[src/rtl/pe_array_cfg.svh]
`ifndef PE_ARRAY_CFG_SVH
`define PE_ARRAY_CFG_SVH

// grid dimensions
`define PE_ROWS   4   // cells per column
`define PE_COLS   4   // cells per row

// operand width, shared by data and weight bytes
`define PE_DATA_W 8

// partial sum width, sums wrap modulo 2**17
`define PE_PSUM_W 17

`endif

[src/rtl/pe_array_pkg.sv]
`include "pe_array_cfg.svh"

package pe_array_pkg;

    typedef logic [`PE_DATA_W-1:0] data_t;    // one data byte
    typedef logic [`PE_DATA_W-1:0] weight_t;  // one weight byte
    typedef logic [`PE_PSUM_W-1:0] psum_t;    // one partial sum

    // horizontal link between neighbours, data in the low byte
    typedef struct packed {
        psum_t psum;
        data_t data;
    } pe_link_t;

    // one host beat
    typedef struct packed {
        data_t   [`PE_ROWS-1:0] row_data;    // left edge, one byte per row
        weight_t [`PE_COLS-1:0] col_weight;  // top edge, one byte per column
        logic                   last;        // closes the job
    } beat_t;

    // right edge psums, one per row
    typedef psum_t [`PE_ROWS-1:0] row_psum_t;

endpackage

[src/rtl/pe_cell.sv]
`timescale 1ns/1ps

module pe_cell import pe_array_pkg::*; (
    input  logic     clk,
    input  logic     reset,
    input  logic     step,       // advance one step
    input  logic     clear,      // job boundary, wins over step
    input  pe_link_t link_in,    // from left neighbour or host
    input  weight_t  weight_in,  // from cell above or host
    output pe_link_t link_out,   // to right neighbour
    output weight_t  weight_out  // to cell below
);

    pe_link_t link_q;
    weight_t  weight_q;

    // multiply-accumulate, operands widen to the psum width before the multiply
    logic [$bits(link_in.psum)-1:0] mac_sum;

    assign mac_sum = link_in.psum + link_in.data * weight_in;  // wraps on overflow

    always_ff @(posedge clk or posedge reset) begin
        if (reset) begin
            link_q.data <= '0;
            link_q.psum <= '0;
            weight_q    <= '0;
        end else if (clear) begin
            link_q.data <= '0;  // drop the finished job
            link_q.psum <= '0;
            weight_q    <= '0;
        end else if (step) begin
            link_q.data <= link_in.data;  // data moves right
            link_q.psum <= mac_sum;       // running sum moves right
            weight_q    <= weight_in;     // weight moves down
        end
    end

    assign link_out   = link_q;
    assign weight_out = weight_q;

endmodule

[src/rtl/pe_grid.sv]
`timescale 1ns/1ps
`include "pe_array_cfg.svh"

module pe_grid import pe_array_pkg::*; (
    input  logic                     clk,
    input  logic                     reset,
    input  logic                     step,        // one-cycle advance of every cell
    input  logic                     clear,       // one-cycle clear of every cell
    input  data_t   [`PE_ROWS-1:0]   row_data,    // host bytes for the left column
    input  weight_t [`PE_COLS-1:0]   col_weight,  // host bytes for the top row
    output row_psum_t                result       // right column psums
);

    // horizontal mesh, column 0 is the host side and column PE_COLS the right edge
    pe_link_t link_w [`PE_ROWS][`PE_COLS+1];

    // vertical mesh, row 0 is the host side
    // the last row leaves the array unread
    weight_t  weight_w [`PE_ROWS+1][`PE_COLS];

    genvar r;
    genvar c;

    // left edge: host data enters with nothing accumulated yet
    generate
        for (r = 0; r < `PE_ROWS; r++) begin : g_left
            assign link_w[r][0].data = row_data[r];
            assign link_w[r][0].psum = '0;
        end
    endgenerate

    // top edge: host weights
    generate
        for (c = 0; c < `PE_COLS; c++) begin : g_top
            assign weight_w[0][c] = col_weight[c];
        end
    endgenerate

    // cell array
    // the corner cell sits on both edges and so takes data and weight from the host
    generate
        for (r = 0; r < `PE_ROWS; r++) begin : g_row
            for (c = 0; c < `PE_COLS; c++) begin : g_col
                pe_cell cell0 (
                    .clk        (clk),
                    .reset      (reset),
                    .step       (step),
                    .clear      (clear),
                    .link_in    (link_w[r][c]),
                    .weight_in  (weight_w[r][c]),
                    .link_out   (link_w[r][c+1]),
                    .weight_out (weight_w[r+1][c])
                );
            end
        end
    endgenerate

    // right edge, each row's finished psum
    generate
        for (r = 0; r < `PE_ROWS; r++) begin : g_right
            assign result[r] = link_w[r][`PE_COLS].psum;  // data byte ends here
        end
    endgenerate

endmodule

[src/rtl/step_controller.sv]
`timescale 1ns/1ps

module step_controller (
    input  logic clk,
    input  logic reset,
    input  logic req,    // host beat request, four-phase
    input  logic last,   // beat closes the job
    output logic ack,    // beat done, result valid
    output logic step,   // advance the grid once
    output logic clear   // clear the grid at job end
);

    localparam logic [1:0] ST_IDLE  = 2'd0;
    localparam logic [1:0] ST_STEP  = 2'd1;
    localparam logic [1:0] ST_ACK   = 2'd2;
    localparam logic [1:0] ST_CLEAR = 2'd3;

    logic [1:0] state;
    logic [1:0] state_nxt;
    logic       last_q;  // copy of last taken with the beat

    // next state
    always_comb begin
        state_nxt = state;
        case (state)
            ST_IDLE: begin
                if (req) begin
                    state_nxt = ST_STEP;
                end
            end
            ST_STEP: begin
                state_nxt = ST_ACK;  // grid updates on this edge
            end
            ST_ACK: begin
                // hold while req stays high, no further steps
                if (!req) begin
                    if (last_q) begin
                        state_nxt = ST_CLEAR;
                    end else begin
                        state_nxt = ST_IDLE;
                    end
                end
            end
            ST_CLEAR: begin
                state_nxt = ST_IDLE;  // pending req is taken from idle
            end
            default: begin
                state_nxt = ST_IDLE;
            end
        endcase
    end

    always_ff @(posedge clk or posedge reset) begin
        if (reset) begin
            state <= ST_IDLE;
        end else begin
            state <= state_nxt;
        end
    end

    // the beat is stable while req is high, so sample last on acceptance
    always_ff @(posedge clk or posedge reset) begin
        if (reset) begin
            last_q <= 1'b0;
        end else if (state == ST_IDLE && req) begin
            last_q <= last;
        end
    end

    // outputs decoded from the state register
    assign step  = (state == ST_STEP);
    assign ack   = (state == ST_ACK);
    assign clear = (state == ST_CLEAR);

endmodule

[src/rtl/pe_array_top.sv]
`timescale 1ns/1ps

module pe_array_top import pe_array_pkg::*; (
    input  logic      clk,
    input  logic      reset,
    input  logic      req,     // four-phase request
    input  beat_t     beat,    // held stable while req is high
    output logic      ack,     // four-phase acknowledge
    output row_psum_t result   // valid while ack is high
);

    logic step;
    logic clear;

    // handshake and sequencing
    step_controller ctrl0 (
        .clk   (clk),
        .reset (reset),
        .req   (req),
        .last  (beat.last),
        .ack   (ack),
        .step  (step),
        .clear (clear)
    );

    // datapath, beat arrays go straight to the edges
    pe_grid grid0 (
        .clk        (clk),
        .reset      (reset),
        .step       (step),
        .clear      (clear),
        .row_data   (beat.row_data),
        .col_weight (beat.col_weight),
        .result     (result)
    );

endmodule

[config.mk]
export PLATFORM = sky130hd
export DESIGN_NAME = pe_array_top
export DESIGN_NICKNAME = d
export VERILOG_FILES = /design/src/rtl/pe_array_pkg.sv /design/src/rtl/pe_cell.sv /design/src/rtl/pe_grid.sv /design/src/rtl/step_controller.sv /design/src/rtl/pe_array_top.sv
export VERILOG_INCLUDE_DIRS = /design/src /design/src/rtl
export SDC_FILE = /design/constraint.sdc
export NUM_CORES = 2
export LEC_CHECK = 0
export BUFFER_PORTS_ARGS = -buffer_cell sky130_fd_sc_hd__buf_2
export CAP_MARGIN = 20
export CELL_PAD_IN_SITES_DETAIL_PLACEMENT = 2
export CELL_PAD_IN_SITES_GLOBAL_PLACEMENT = 2
export CORE_MARGIN = 3
export CORE_UTILIZATION = 45
export DETAILED_ROUTE_END_ITERATION = 10
export PLACE_DENSITY = 0.86
export SYNTH_ARGS = -nofsm -noshare
export SYNTH_HDL_FRONTEND = slang
export SYNTH_SLANG_ARGS = --single-unit
[constraint.sdc]
create_clock -name clk -period 40.1 [get_ports clk]
set_input_delay 8.02 -clock clk [delete_from_list [all_inputs] [get_ports clk]]
set_output_delay 8.02 -clock clk [all_outputs]
set_load 0.01 [all_outputs]
==> reports/qor.log <==
qor: min_path.min_delay_path_depth 2
qor: critical_path.cell_count_of_the_worst_reg_to_reg_path 16
qor: placed_design.post-dp-hpwl 148 mm
qor: pwr.switchingPower 0.00269 W
qor: timing.final.min_clock_period 12.34 ns
qor: logic_synthesis.synth_async_sr_flop_share 100%
qor: logic_synthesis.post-synth-top-area-fraction 26.8%
qor: timing.hold-worst-slack 0.477 ns
qor: critical_path.crit_path_max_fo 9
qor: logic_synthesis.sequential_to_total_area_share_from_yosys_stat 20.8%
qor: pwr.pwr-share-seq 19.4%
qor: clock_network.clock_latency 0.70 ns
qor: logic_synthesis.synth_flop_cell dfrtp_1
qor: drt.drt_iter0_drc 2825
qor: drt.detail_route.first_pass.iterations 5
qor: logic_synthesis.syn_inst 6085
qor: critical_path.timing.critical_path.from_type primary input
qor: timing.timing.fmax 0.0811 GHz
qor: min_path.worstHoldEndpoint grid0.g_row[3].g_col[3].cell0.link_out[20]$_DFFE_PP0P_
qor: critical_path.critical_path_cell_with_the_highest_stage_delay fa_1
qor: timing.max-slew-margin-rel 18.0%
qor: run_status.status complete, no violations
qor: clock_network.post_cts_buffers 0
qor: die.pin_count 137
qor: clock_network.ctsRootBufferMaster clkbuf_16
qor: critical_path.regToRegEndpoint grid0.g_row[2].g_col[2].cell0.link_out[23]$_DFFE_PP0P_
qor: layout.flow.area_growth_from_synthesis 7.14%
qor: clock_network.clock_path_buffers 3
qor: logic_synthesis.synth_area_per_cell 9.17 um^2
qor: drt.route.antenna.remaining_nets 0
qor: die.coreArea 123000 um^2
qor: drt.route.detailed.vias_per_inst 5.85
qor: clock_network.cts_hold_fix_bufs 0
qor: global_routing.grt_overflow 0
qor: logic_synthesis.yosys.cell_count.top_type inv_1
qor: pwr.comb_power_share 68.5%
qor: min_path.holdCritPathClass flip-flop to flip-flop
qor: critical_path.worstReg2RegStart grid0.g_row[1].g_col[2].cell0.weight_out[2]$_DFFE_PP0P_
qor: logic_synthesis.synthesis.nets 7493
qor: timing.worst_slew_pin_slew 1.23 ns
qor: timing.rsz0062_at_grt no
qor: die.rows 128
qor: critical_path.critical_path_arrival 12.92 ns
qor: logic_synthesis.syn_area 55800 um^2
qor: critical_path.critPathRequiredTime 40.68 ns
qor: timing.final_min_period_over_clock_period 30.8%
qor: pwr.max-vdd-ir-drop 0.111 mV
qor: critical_path.timing.setup.critical_path_class primary input to flip-flop
qor: job.drv_cap 0
qor: drt.via_count 45136
qor: min_path.hold_path.startpoint grid0.g_row[3].g_col[3].cell0.link_out[20]$_DFFE_PP0P_
qor: clock_network.clk_transition_reported_paths 0.06 ns
qor: logic_synthesis.synth.cells.most_frequent inv_1 (1400), fa_1 (748), nand2_1 (721)
qor: global_routing.globalRouteTotalUtil 35.4%
qor: critical_path.reg2reg_slack 34.37 ns
qor: placed_design.number_of_input_and_output_port_buffers_inserted 136
qor: clock_network.cts-htree-levels 2
qor: drt.avgRoutedWirePerCell 29.2 um
qor: critical_path.cp_common_cell fa_1
qor: logic_synthesis.synth.ff_latch_count 463
qor: die.width_of_the_die 358 um
qor: pwr.share_of_power_burned_in_the_clock_network 12.1%
qor: die.dieHeight 358 um
qor: pwr.internal_power 0.00218 W
qor: global_routing.antenna_violations_before_repair 3
qor: logic_synthesis.synth_area_leader_cell fa_1
qor: global_routing.grt_pass1_vias 55105
qor: die.start_util 45.6%
qor: timing.finalMaxSlewViolations 0
qor: logic_synthesis.synthTopCellsByArea fa_1 (27%), dfrtp_1 (21%), ha_1 (13%)
qor: die.die-area 128000 um^2
qor: timing.totalNegativeSetupSlack 0 ns
qor: critical_path.largest_stage_delay_worst_path 0.60 ns
qor: layout.post_route_cells_drive_above_1_share 4.71%
qor: global_routing.grt_start_max_net_pins 175
qor: placed_design.finalWeightedCongestion 0.844
qor: pwr.static-leakage-power 31.7 nW
qor: drt.drcViolationCount 0
qor: timing.setup_violations 0
qor: layout.nNetsFinal 7450
qor: clock_network.post_cts_resize_count 0
qor: clock_network.cts_tree done
qor: pwr.power.density_cell_area 81.4 nW/um^2
qor: global_routing.first_pass_grt_wire_length 345 mm
qor: critical_path.critical_path.endpoint_type flip-flop
qor: drt.routed_wl 225 mm
qor: clock_network.clock-sinks 463
qor: layout.final.fill_count 13010
qor: logic_synthesis.post_synth_edffs 0
qor: critical_path.crit_chain buf_2 > nand2_1 > fa_1 > fa_1 > inv_1 > fa_1 > inv_1 > fa_1 > inv_1 > ha_1 > a2111o_1 > a21oi_2 > o21ai_2 > and4_4 > a2111oi_4 > xnor2_1 > a22o_1
qor: layout.fin_util 48.8%
qor: timing.clock_skew 0.0293 ns
qor: timing.finalHoldViolations 0
qor: clock_network.cts_inserted_buffers 60
qor: logic_synthesis.yosys_warnings 0
qor: pwr.switching_share 55.3%
qor: logic_synthesis.synth_cell_type_count 66
-- registers in the layout (all words and copies together), names as in the netlist --
register                            count
ctrl0.last_q                            1
ctrl0.state                             2
grid0.g_row.g_col.cell0.link_out      364
grid0.g_row.g_col.cell0.weight_out     96
-- kinds of logic (layout without fill, tap and decap cells) --
group	after synthesis	after routing	synth area share, %
compound gates	855	855	11.2
xor+xnor	186	186	2.92
fa+ha+maj	1340	1340	40.1
buf+inv	1662	1665	11.2
flops	463	463	20.8
mux	7	7	0.130
other cells	0	1	0
simple gates	1572	1572	13.7
-- worst max-delay path by stage --
stage | from | end | slack [ns] | depth (start not counted)
2_1_floorplan | reset | ctrl0.last_q$_DFFE_PP0P_ | 19.17 | 1
3_3_place_gp | beat[46] | grid0.g_row[1].g_col[0].cell0.link_out[23]$_DFFE_PP0P_ | 27.48 | 18
3_5_place_dp | beat[46] | grid0.g_row[1].g_col[0].cell0.link_out[23]$_DFFE_PP0P_ | 27.32 | 18
4_1_cts | beat[11] | grid0.g_row[0].g_col[1].cell0.link_out[24]$_DFFE_PP0P_ | 27.84 | 17
5_1_grt | beat[11] | grid0.g_row[0].g_col[1].cell0.link_out[24]$_DFFE_PP0P_ | 27.66 | 17
6_report | beat[11] | grid0.g_row[0].g_col[1].cell0.link_out[24]$_DFFE_PP0P_ | 27.76 | 17
-- power by group through the flow --
stage / Sequential, W / Clock (W) / Combinational [W]
2_1_floorplan: 0.000709 / 0 / 0.00217
3_3_place_gp: 0.000902 / 0 / 0.00266
3_5_place_dp: 0.000923 / 0 / 0.00302
4_1_cts: 0.000930 / 0.000595 / 0.00331
5_1_grt: 0.000954 / 0.000613 / 0.00363
6_report: 0.000942 / 0.000589 / 0.00333
-- layer usage --
layer / routed length [um] / global-route usage (%) / part of all wire, %
met5: 27 / 0 / 0.012
met4: 14300 / 19.8 / 6.4
met3: 9490 / 4.50 / 4.2
met2: 118000 / 65.1 / 52
met1: 83200 / 39.3 / 37
-- final cells by class --
class | count | area [um^2] | area share, %
repair buffers | 157 | 863 | 1.44
well taps | 1625 | 2030 | 3.40
clock buffers | 88 | 1800 | 3.01
inverters | 1400 | 5270 | 8.81
multi-input cells | 3960 | 38000 | 63.6
flip-flops and latches | 463 | 11600 | 19.4
diodes | 1 | 2.50 | 0.00419
clock inverters | 20 | 231 | 0.387
-- metrics by stage --
stage	setup slack (ns)	instance area, um^2	power, W	std cells
2_1_floorplan	19.17	55800	0.00288	6085
3_3_place_gp	27.48	57800	0.00357	7605
3_5_place_dp	27.32	57800	0.00394	7605
4_1_cts	27.84	59800	0.00484	7713
5_1_grt	27.66	59800	0.00519	7714
6_report	27.76	59800	0.00486	7714
-- placed cells by master, fill, tap and decap left out, types with 7 or more instances in the layout --
master     count
inv_1       1398
fa_1         748
or2_2          8
o31ai_1       21
a22o_1        87
a21oi_1      119
o21bai_1      23
o41ai_1        7
a31oi_1       11
o21ai_0       78
xnor2_1      119
nand2_1      721
xor2_1        67
o2bb2ai_1    194
clkinv_2       8
ha_1         592
clkbuf_8      15
a21o_1        59
dfrtp_1      461
o21a_1        23
nand3_1       27
and2_1       589
nand2b_1      13
clkbuf_1      11
nor2_1       133
clkbuf_16     62
buf_4         19
buf_2        136
nor2b_1       15
or3_1          8
a211oi_1      27
and3_1        14
nand4_1        7
o22ai_1      142
nor3_1        20
-- critical path: cells and delay by family --
kind,cells,cell delay (ns)
buf+inv,4,0.42
fa+ha+maj,5,2.53
compound gates,5,1.45
simple gates,2,0.36
xor+xnor,1,0.15
Note: power is estimated with default switching activity, not from simulation.
